$ cat src/gb_settings.svh
// ------------------------------------------------
// memory map, widths, serial timing and irq vectors
// included by the package and by every module using them
// ------------------------------------------------
`ifndef GB_SETTINGS_SVH
`define GB_SETTINGS_SVH

`define GB_ADDR_W        16      // cpu address bus
`define GB_DATA_W        8       // cpu data bus
`define GB_ZPRAM_AW      7       // 127 bytes at ff80
`define GB_WRAM_AW       15      // 8 banks of 4k
`define GB_WRAM_BANK_W   3       // svbk bank select

// register addresses
`define GB_ADDR_P1       16'hff00
`define GB_ADDR_SB       16'hff01
`define GB_ADDR_SC       16'hff02
`define GB_ADDR_IF       16'hff0f
`define GB_ADDR_SVBK     16'hff70
`define GB_ADDR_IE       16'hffff

`define GB_IRQ_N         5       // vblank, lcd, timer, serial, joypad
`define GB_SERIAL_DIV    512     // 8192 Hz bit clock
`define GB_SERIAL_BITS   8
`define GB_IRQ_VEC_BASE  8'h40
`define GB_IRQ_VEC_STEP  8
`define GB_IRQ_VEC_NONE  8'h55   // nothing pending
`define GB_OPEN_BUS      8'hff   // unmapped reads

`endif

$ cat src/gb_pkg.sv
// ------------------------------------------------
// bus types, decoded regions and interrupt bit positions
// ------------------------------------------------
`include "gb_settings.svh"

package gb_pkg;

	typedef logic [`GB_ADDR_W-1:0] addr_t;   // cpu address
	typedef logic [`GB_DATA_W-1:0] data_t;   // one bus byte
	typedef logic [`GB_IRQ_N-1:0]  irq_t;    // one bit per source

	// target of the current cpu access
	typedef enum logic [3:0] {
		REG_ROM,     // 0000-7fff cartridge rom
		REG_CRAM,    // a000-bfff cartridge ram
		REG_WRAM,    // c000-fdff incl echo
		REG_ZPRAM,   // ff80-fffe
		REG_JOY,     // p1
		REG_SB,      // serial data, read only
		REG_SC,      // serial control
		REG_IF,
		REG_IE,
		REG_SVBK,    // wram bank, colour mode
		REG_NONE     // open bus
	} region_e;

	// flag positions in IF and IE, lowest index wins
	typedef enum logic [2:0] {
		IRQ_VBLANK = 3'd0,
		IRQ_LCD    = 3'd1,
		IRQ_TIMER  = 3'd2,
		IRQ_SERIAL = 3'd3,
		IRQ_JOYPAD = 3'd4
	} irq_bit_e;

endpackage

$ cat src/gb_bus_decode.sv
// ------------------------------------------------
// cpu address decode, write strobe gating and read mux
// ------------------------------------------------
`timescale 1ns/10ps
`include "gb_settings.svh"

module gb_bus_decode (
	input  gb_pkg::addr_t cpu_addr,
	input  logic          cpu_rd,
	input  logic          cpu_wr,
	input  logic          cpu_ack,
	input  gb_pkg::data_t irq_vec,
	input  gb_pkg::data_t wram_rdata,
	input  gb_pkg::data_t zpram_rdata,
	input  gb_pkg::data_t joy_rdata,
	input  gb_pkg::data_t sc_rdata,
	input  gb_pkg::data_t if_rdata,
	input  gb_pkg::data_t ie_rdata,
	input  gb_pkg::data_t svbk_rdata,
	input  gb_pkg::data_t cart_dout,
	output logic          wram_we,
	output logic          zpram_we,
	output logic          joy_we,
	output logic          sc_we,
	output logic          if_we,
	output logic          ie_we,
	output logic          svbk_we,
	output logic          cart_rd,
	output logic          cart_wr,
	output gb_pkg::data_t cpu_din
);

	gb_pkg::region_e region;
	logic            sel_cart;

	// ------------------------------------------------
	// region decode
	// ------------------------------------------------
	always_comb begin
		if (!cpu_addr[15]) begin
			region = gb_pkg::REG_ROM;                  // lower 32k
		end else if (cpu_addr[15:13] == 3'b101) begin
			region = gb_pkg::REG_CRAM;
		end else if (cpu_addr[15:14] == 2'b11 && cpu_addr[15:9] != 7'h7f) begin
			region = gb_pkg::REG_WRAM;                 // c000-fdff, echo folds in
		end else if (cpu_addr[15:7] == 9'h1ff && cpu_addr != `GB_ADDR_IE) begin
			region = gb_pkg::REG_ZPRAM;
		end else begin
			case (cpu_addr)
				`GB_ADDR_P1:   region = gb_pkg::REG_JOY;
				`GB_ADDR_SB:   region = gb_pkg::REG_SB;
				`GB_ADDR_SC:   region = gb_pkg::REG_SC;
				`GB_ADDR_IF:   region = gb_pkg::REG_IF;
				`GB_ADDR_SVBK: region = gb_pkg::REG_SVBK;
				`GB_ADDR_IE:   region = gb_pkg::REG_IE;
				default:       region = gb_pkg::REG_NONE;  // oam, io holes, vram
			endcase
		end
	end

	// write enables, one per writable target
	assign wram_we  = cpu_wr && region == gb_pkg::REG_WRAM;
	assign zpram_we = cpu_wr && region == gb_pkg::REG_ZPRAM;
	assign joy_we   = cpu_wr && region == gb_pkg::REG_JOY;
	assign sc_we    = cpu_wr && region == gb_pkg::REG_SC;
	assign if_we    = cpu_wr && region == gb_pkg::REG_IF;
	assign ie_we    = cpu_wr && region == gb_pkg::REG_IE;
	assign svbk_we  = cpu_wr && region == gb_pkg::REG_SVBK;

	// cartridge strobes, same cycle as the cpu
	assign sel_cart = region == gb_pkg::REG_ROM || region == gb_pkg::REG_CRAM;
	assign cart_rd  = cpu_rd && sel_cart;
	assign cart_wr  = cpu_wr && sel_cart;

	// ------------------------------------------------
	// read data, vector overrides everything
	// ------------------------------------------------
	always_comb begin
		if (cpu_ack) begin
			cpu_din = irq_vec;
		end else begin
			case (region)
				gb_pkg::REG_ROM,
				gb_pkg::REG_CRAM:  cpu_din = cart_dout;
				gb_pkg::REG_WRAM:  cpu_din = wram_rdata;   // one cycle late
				gb_pkg::REG_ZPRAM: cpu_din = zpram_rdata;
				gb_pkg::REG_JOY:   cpu_din = joy_rdata;
				gb_pkg::REG_SB:    cpu_din = `GB_OPEN_BUS; // no link partner
				gb_pkg::REG_SC:    cpu_din = sc_rdata;
				gb_pkg::REG_IF:    cpu_din = if_rdata;
				gb_pkg::REG_IE:    cpu_din = ie_rdata;
				gb_pkg::REG_SVBK:  cpu_din = svbk_rdata;
				default:           cpu_din = `GB_OPEN_BUS;
			endcase
		end
	end

endmodule

$ cat config.mk
export PLATFORM = sky130hd
export DESIGN_NAME = gb_bus_decode
export DESIGN_NICKNAME = d
export VERILOG_FILES = /design/src/gb_pkg.sv /design/src/gb_bus_decode.sv
export VERILOG_INCLUDE_DIRS = /design/src
export SDC_FILE = /design/constraint.sdc
export NUM_CORES = 1
export LEC_CHECK = 0
export BUFFER_PORTS_ARGS = -buffer_cell sky130_fd_sc_hd__buf_2
export CAP_MARGIN = 20
export CELL_PAD_IN_SITES_DETAIL_PLACEMENT = 1
export CELL_PAD_IN_SITES_GLOBAL_PLACEMENT = 1
export CORE_ASPECT_RATIO = 1.75
export CORE_MARGIN = 5
export CORE_UTILIZATION = 21
export DETAILED_ROUTE_END_ITERATION = 6
export GPL_TIMING_DRIVEN = 1
export PLACE_DENSITY_LB_ADDON = 0.12
export SLEW_MARGIN = 10
export SYNTH_ARGS = -nofsm -noshare
export SYNTH_HDL_FRONTEND = slang
export SYNTH_SLANG_ARGS = --single-unit
$ cat constraint.sdc
create_clock -name vclk -period 1.75
set_input_delay 0.175 -clock vclk [all_inputs]
set_output_delay 0.175 -clock vclk [all_outputs]
set_load 0.02 [all_outputs]
==> results of run 1 <==
==> worst max-delay path: stages <==
cell	delay (ps)
buf_8	100
or4b_4	560
a211oi_4	310
or3_4	220
and3_4	180
o21ai_2	60
a41oi_2	180
buf_4	160
==> layout by cell type, fill, tap and decap left out, types with 3 or more instances in the layout <==
master   instances
buf_2           94
buf_4           32
nand2_1         22
o21ai_0         10
inv_1            9
buf_6            9
mux2i_1          8
a22oi_1          8
a41oi_2          8
and3_1           7
o41ai_1          7
nor2b_1          7
a21oi_1          7
o21ai_2          5
a21oi_2          3
nand2_4          3
nor2_2           3
or3_4            3
and3_4           3
and2_1           3
==> final cells by class <==
class                           instances  area [um^2]  share of cell area, %
Inverter                                9        33.78                  1.557
Timing Repair Buffer                  139        882.1                  40.66
Multi-Input combinational cell        142         1186                  54.67
Tap cell                               54        67.56                  3.114
==> kinds of logic after synthesis <==
family | share of synthesized area, %
buffers and inverters | 6.000
muxes | 7.530
and+or+nand+nor | 41.29
AOI/OAI and AO/OA | 45.18
==> worst paths after layout <==
path	from	end	slack, ps	depth (start not counted)
max	cpu_addr[2]	cpu_din[0]	-370	8
min	cpu_rd	cart_rd	670	3
==> power by group through the flow <==
stage | combinational (mW) | clock, mW | sequential [mW]
finish | 0.392 | 0 | 0
global route | 0.427 | 0 | 0
CTS | 0.386 | 0 | 0
detailed placement | 0.338 | 0 | 0
global placement | 0.334 | 0 | 0
floorplan | 0.152 | 0 | 0
==> repair_timing <==
action	4_1_cts	5_1_grt
gates cloned	2	0
setup buffers	5	1
pin swaps	19	10
gates resized for setup	46	14
endpoints found under the setup margin	10	10
==> metal layers <==
layer  track usage [%]  vias to the layer above
met3             3.784                        2
met4                 0                        0
met1             15.81                      826
met5                 0                        -
met2             34.46                       68
li1                  -                      878
==> flow_summary.yaml, run 1 <==
timing:
  hold_slack_ps: 672.7
  period_needed_ps: 2123
  setup_violations: 10
  tightest_slew_ps: 510.5
  rsz0062_at_grt: "true"
  min_period_over_period_pct: 121.3
  slew_violations: 0
  setup_ws_ps: -373.4
  hold_violations: 0
  fmax_ghz: 0.4709
  slew-limit-headroom_pct: 65.52
  fin_setup_tns_ps: -2905
status:
  outcome: "finished, violations left"
  failed_checks: "negative setup slack"
finish:
  diodes: 0
  seq_area_um2: 0
  nets: 383
  final_util_pct: 43.97
  stdcell_count: 344
  fillers: 668
  drive_above_1_share_pct: 65.52
  clockBufferCount: 0
  fin_area_um2: 2170
  seq_cell_count: 0
  area_delta_synth_final_pct: 104.0
synth:
  synth_area_um2: 1064
  syn_inst: 154
  synth.avg_cell_area_um2: 6.906
  yosysMostFrequentCell: "nand2_1"
  synth_nets: 245
  ys_warn_count: 0
  yosysTopAreaCellShare_pct: 10.71
  yosys-top-cells-area: "a41oi_2 11%, nand2_1 9.2%, mux2i_1 7.5%"
  synth_cell_types: 42
  synthTopCellsByCount: "26 x nand2_1, 10 x a21oi_1, 10 x o21ai_0"
  ys_seq_area_share_pct: 0
  synth_top_area_cell: "a41oi_2"
route:
  wl_met1_um: 1901
  wl_met2_um: 3294
  vias: 1774
  wire_per_inst_um: 16.51
  firstDrtPassIters: 4
  drc_errors: 0
  routed_via_density: 5.157
  ant_nets: 0
  drt_iter0_markers: 22
  top_layer_used: "met4"
  routed_wl_um: 5681
  route.met3.wl_um: 457
placed_design:
  place_ws_ps: -546.0
  io_buffers: 108
  hpwl_um: 4809
  place.gp.congestion: 0.7871
  placed_cells: 338
  placed_area_um2: 1872
worst_setup_path:
  worstPathMaxFanout: 5
  critPathLaunchType: "input port"
  arrival_ps: 1950
  cp.required_ps: 1570
  worst-setup-path-type: "input port to output pin"
  crit_path_end_kind: "output pin"
run:
  drv_cap: 0
power_and_ir_drop:
  p_leak_nw: 1.048
  p_seq_share_pct: 0
  swShare_pct: 46.87
  pwr_density_cell_nw_per_um2: 180.5
  p_int_uw: 208.0
  finalPower_uw: 391.5
  p_switching_uw: 183.5
  p_comb_share_pct: 100.0
  vdd_drop_max_uv: 91.84
  clock_power_share_pct: 0
die:
  die_area_um2: 6644
  die_y_um: 104.1
  die_x_um: 63.80
  num_rows: 34
  coreArea_um2: 4935
  io-pin-count: 108
  initial_utilization_pct: 21.55
global_routing:
  track_usage_pct: 16.30
  grt_max_degree: 11
  first_global_vias: 1959
  antenna_found_initial: 0
  grt_pass1_wl_um: 9149
  grt-ovfl-total: 0
min_path:
  hold_class: "input port to output pin"
clock_network:
  hold_buffers: 0
Note: power is estimated with default switching activity, not from simulation.
==> inputs of run 2 (changes only) <==
Settings changed: CORE_UTILIZATION 21 to 23.
Clock period 1.75 ns to 2.4 ns, I/O delays scaled along.
==> run 2 against run 1 <==
Against the previous run:
- the flow now finishes without violations
- clock-buffer cell count unchanged
- critical endpoint is now cpu_din[7]
- sequential cell count unchanged
- die area shrank 7.6%
- critical path depth did not move
- largest power group unchanged
- power is 39% lower
==> flow_summary.yaml, run 2 (same netlist as run 1, synthesis figures left out) <==
status:
  outcome: "finished, final reports clean"
placed_design:
  placed_area_um2: 1748
  io_buffers: 108
  hpwl_um: 4418
  place.gp.congestion: 0.7828
die:
  io-pin-count: 108
  initial_utilization_pct: 23.93
  coreArea_um2: 4444
  die_x_um: 61.41
  die_y_um: 99.96
  die_area_um2: 6138
  num_rows: 32
route:
  routed_wl_um: 4817
  vias: 1681
  firstDrtPassIters: 4
  wire_per_inst_um: 14.96
  drt_iter0_markers: 55
  drc_errors: 0
  ant_nets: 0
  routed_via_density: 5.220
finish:
  seq_cell_count: 0
  nets: 364
  fin_area_um2: 1785
  area_delta_synth_final_pct: 67.88
  layout_commonest_cell: "buf_2"
  layout_common_cells: "107 x buf_2, 26 x nand2_1, 13 x buf_4, 10 x o21ai_0, 10 x a21oi_1"
  diodes: 0
  final_util_pct: 40.17
  fillers: 624
  seq_area_um2: 0
  clockBufferCount: 0
  drive_above_1_share_pct: 55.35
timing:
  tightest_slew_ps: 542.0
  slew-limit-headroom_pct: 63.53
  rsz0062_at_grt: "false"
  setup_violations: 0
  min_period_over_period_pct: 94.65
  slew_violations: 0
  fin_setup_tns_ps: 0
  period_needed_ps: 2271
  hold_violations: 0
  hold_slack_ps: 806.0
  fmax_ghz: 0.4402
worst_setup_path:
  cp.required_ps: 2160
  arrival_ps: 2030
  crit_top_cell: "buf_2"
  crit_path_end_kind: "output pin"
  worst-setup-path-type: "input port to output pin"
  worstPathMaxFanout: 9
  slowest_stage: "or4b_4"
  critPathLaunchType: "input port"
  crit_family: "simple AND/OR/NAND/NOR gates"
  crit_buf_inv: 2
  max_stage_delay_ps: 560
  path_cells: "buf_2 -> or4b_4 -> a211oi_4 -> or3_4 -> and3_1 -> o21ai_1 -> a41oi_2 -> buf_2"
global_routing:
  grt-ovfl-total: 0
  antenna_found_initial: 0
  track_usage_pct: 14.87
  first_global_vias: 1689
  grt_max_degree: 15
  grt_pass1_wl_um: 7396
power_and_ir_drop:
  p_leak_nw: 0.8977
  pwr_density_cell_nw_per_um2: 133.9
  vdd_drop_max_uv: 61.62
  finalPower_uw: 239.2
min_path:
  hold_class: "input port to output pin"
run:
  drv_cap: 0
clock_network:
  hold_buffers: 0
==> run 2: changes by cell type in the layout (fill, tap and decap cells not counted), moves of 4 or more <==
| cell | delta |
|---|---|
| buf_4 | -19 |
| buf_2 | +13 |
| buf_6 | -9 |
| o21ai_1 | +6 |
| o21ai_2 | -5 |
| nand2_1 | +4 |
==> run 2: layout make-up <==
cell class / count / area, um^2 / area share (%)
Multi-Input combinational cell: 140 / 1015 / 56.83
Timing Repair Buffer: 122 / 673.1 / 37.70
Tap cell: 51 / 63.81 / 3.574
Inverter: 9 / 33.78 / 1.892
==> run 2: what timing repair did <==
item,CTS,global route
endpoints found under the setup margin,0,8
endpoints found under the hold margin,0,0
resized for setup,0,4
buffers inserted,0,1
==> run 2: stage by stage <==
step	cells	worst slack [ps]
2_1_floorplan	154	76.30
3_3_place_gp	321	45.65
3_5_place_dp	321	36.07
4_1_cts	321	26.16
5_1_grt	322	6.361
6_report	322	128.5
==> run 2: layer usage <==
layer  global-route usage [%]  routed length [um]  vias up
met5                        0                   0        -
met4                        0                   0        0
met3                    3.346                 540        0
met2                    28.71                2491       78
met1                    16.91                1785      766
li1                         -                   -      837
==> run 2: power breakdown <==
part | internal, mW | total [mW] | switching (mW) | leakage, nW
Sequential | 0 | 0 | 0 | 0
Combinational | 0.120 | 0.239 | 0.119 | 0.898
Clock | 0 | 0 | 0 | 0
==> run 2: final timing paths <==
path | start | end | depth (start not counted)
setup / recovery | cpu_addr[1] | cpu_din[7] | 8
hold / removal | cpu_rd | cart_rd | 3
==> inputs of run 3 (changes only) <==
Settings changed: ABC_AREA set to 1, CORE_UTILIZATION 23 to 20.
==> run 3 against run 2 <==
Against the previous run:
- first-iteration DRC count decreased by 22%
- highest routed layer is now met4
- final area decreased by 7.6%
- clock-buffer cell count unchanged
- combinational power decreased by 18%
- worst setup slack improved by 180 ps
- die area increased by 12%
- utilization decreased by 8.5 points
- maximum frequency increased by 8.4%
- critical endpoint is now cpu_din[0]
- global-route usage increased by 0.45 points
- critical path depth increased by 2
==> flow_summary.yaml, run 3 <==
clock_network:
  cts_setup_buffers: 0
  hold_buffers: 0
timing:
  rsz0062_at_grt: "false"
  slew-limit-headroom_pct: 47.18
  setup_violations: 0
  min_period_over_period_pct: 87.28
  fmax_ghz: 0.4774
  tightest_slew_ps: 790.7
  fin_setup_tns_ps: 0
  hold_violations: 0
  slew_violations: 0
  period_needed_ps: 2095
placed_design:
  place.gp.congestion: 0.7703
  placed_cells: 406
  io_buffers: 108
  placed_area_um2: 1648
  hpwl_um: 4721
finish:
  fillers: 795
  clockBufferCount: 0
  multi_input_area_um2: 932.1
  layout_commonest_cell: "buf_2"
  seq_area_um2: 0
  nets: 444
  seq_cell_count: 0
  area_delta_synth_final_pct: 56.35
  fin_area_um2: 1649
  layout_common_cells: "108 x buf_2, 93 x nand2_1, 62 x nor2_1, 33 x nand3_1, 20 x inv_1"
  diodes: 0
  drive_above_1_share_pct: 35.33
  stdcell_count: 406
power_and_ir_drop:
  finalPower_uw: 195.5
  p_leak_nw: 1.044
  p_int_uw: 89.71
  vdd_drop_max_uv: 47.23
  clock_power_share_pct: 0
  swShare_pct: 54.11
  p_comb_share_pct: 100.0
  p_seq_share_pct: 0
  p_switching_uw: 105.8
  pwr_density_cell_nw_per_um2: 118.5
synth:
  yosysTopAreaCellShare_pct: 33.10
  yosysMostFrequentCell: "nand2_1"
  synth_area_um2: 1055
  syn_inst: 244
  synth.avg_cell_area_um2: 4.323
  yosys-top-cells-area: "nand2_1 33%, nor2_1 22%, nand3_1 16%"
  synthTopCellsByCount: "93 x nand2_1, 62 x nor2_1, 33 x nand3_1"
  synth_top_area_cell: "nand2_1"
  synth_nets: 335
  ys_warn_count: 0
  synth_cell_types: 20
  ys_seq_area_share_pct: 0
route:
  drt_iter0_markers: 43
  top_layer_used: "met4"
  wl_met2_um: 3167
  vias: 1828
  firstDrtPassIters: 3
  ant_nets: 0
  wl_met1_um: 1812
  drc_errors: 0
  routed_via_density: 4.502
  routed_wl_um: 5278
  wire_per_inst_um: 13.00
  route.met3.wl_um: 276
global_routing:
  first_global_vias: 1938
  grt-ovfl-total: 0
  antenna_found_initial: 0
  grt_pass1_wl_um: 8611
  grt_max_degree: 31
  track_usage_pct: 15.32
worst_setup_path:
  crit_path_end_kind: "output pin"
  critPathLaunchType: "input port"
  worstPathMaxFanout: 11
  arrival_ps: 1850
  startpoint: "cpu_addr[12]"
  worst-setup-path-type: "input port to output pin"
  cp.required_ps: 2160
die:
  initial_utilization_pct: 20.24
  io-pin-count: 108
  die_y_um: 106.1
  die_area_um2: 6883
  coreArea_um2: 5211
  num_rows: 35
  die_x_um: 64.90
min_path:
  hold_class: "input port to output pin"
  worstHoldStart: "cpu_rd"
status:
  outcome: "finished, final reports clean"
run:
  drv_cap: 0
[run 3: final timing paths]
path,to,slack [ps],cells after the start
setup / recovery,cpu_din[0],310,10
hold / removal,cart_rd,790,4
[run 3: area by class of cell]
| class | instances | area share, % |
|---|---|---|
| multi-input cells | 218 | 56.53 |
| repair buffers | 111 | 34.14 |
| inverters | 22 | 5.159 |
| well taps | 55 | 4.173 |
[run 3: layer usage]
metal  global-route usage, %  vias up
li1                        -      978
met1                   15.43      797
met2                   33.11       51
met3                   1.691        2
met4                  0.6051        0
met5                       0        -
[run 3: power groups by stage]
| stage | Combinational [mW] | Sequential (mW) | Clock (mW) |
|---|---|---|---|
| final | 0.195 | 0 | 0 |
| after global routing | 0.223 | 0 | 0 |
| after CTS | 0.200 | 0 | 0 |
| after detailed placement | 0.199 | 0 | 0 |
| after global placement | 0.197 | 0 | 0 |
| after floorplan | 0.0873 | 0 | 0 |
[run 3: kinds of logic (layout without fill, tap and decap cells)]
| family | after synthesis | count (layout) | share of synthesized area, % |
|---|---|---|---|
| buffers and inverters | 26 | 133 | 11.62 |
| AOI/OAI and AO/OA | 14 | 14 | 7.236 |
| and+or+nand+nor | 204 | 204 | 81.14 |
[run 3: repair_timing]
| item | in CTS | in global routing |
|---|---|---|
| endpoints found under the hold margin | 0 | 0 |
| setup endpoints to repair | 0 | 8 |
| resized for setup | 0 | 1 |
[run 3: critical path: stages]
cell and delay (ps):
buf_2 90, nand3_1 80, o21bai_1 630, nand2_1 120, nor2_1 140, nand2_1 70
nand2_2 150, nor2_1 70, nor2_1 80, buf_2 170
[run 3: through the flow]
step	util, %	worst slack [ps]	hold slack (ps)
6_report	31.64	305.4	792.4
5_1_grt	31.64	53.37	842.7
4_1_cts	31.62	188.8	795.8
3_5_place_dp	31.62	200.0	794.4
3_3_place_gp	31.62	255.3	792.2
2_1_floorplan	-	769.5	599.4
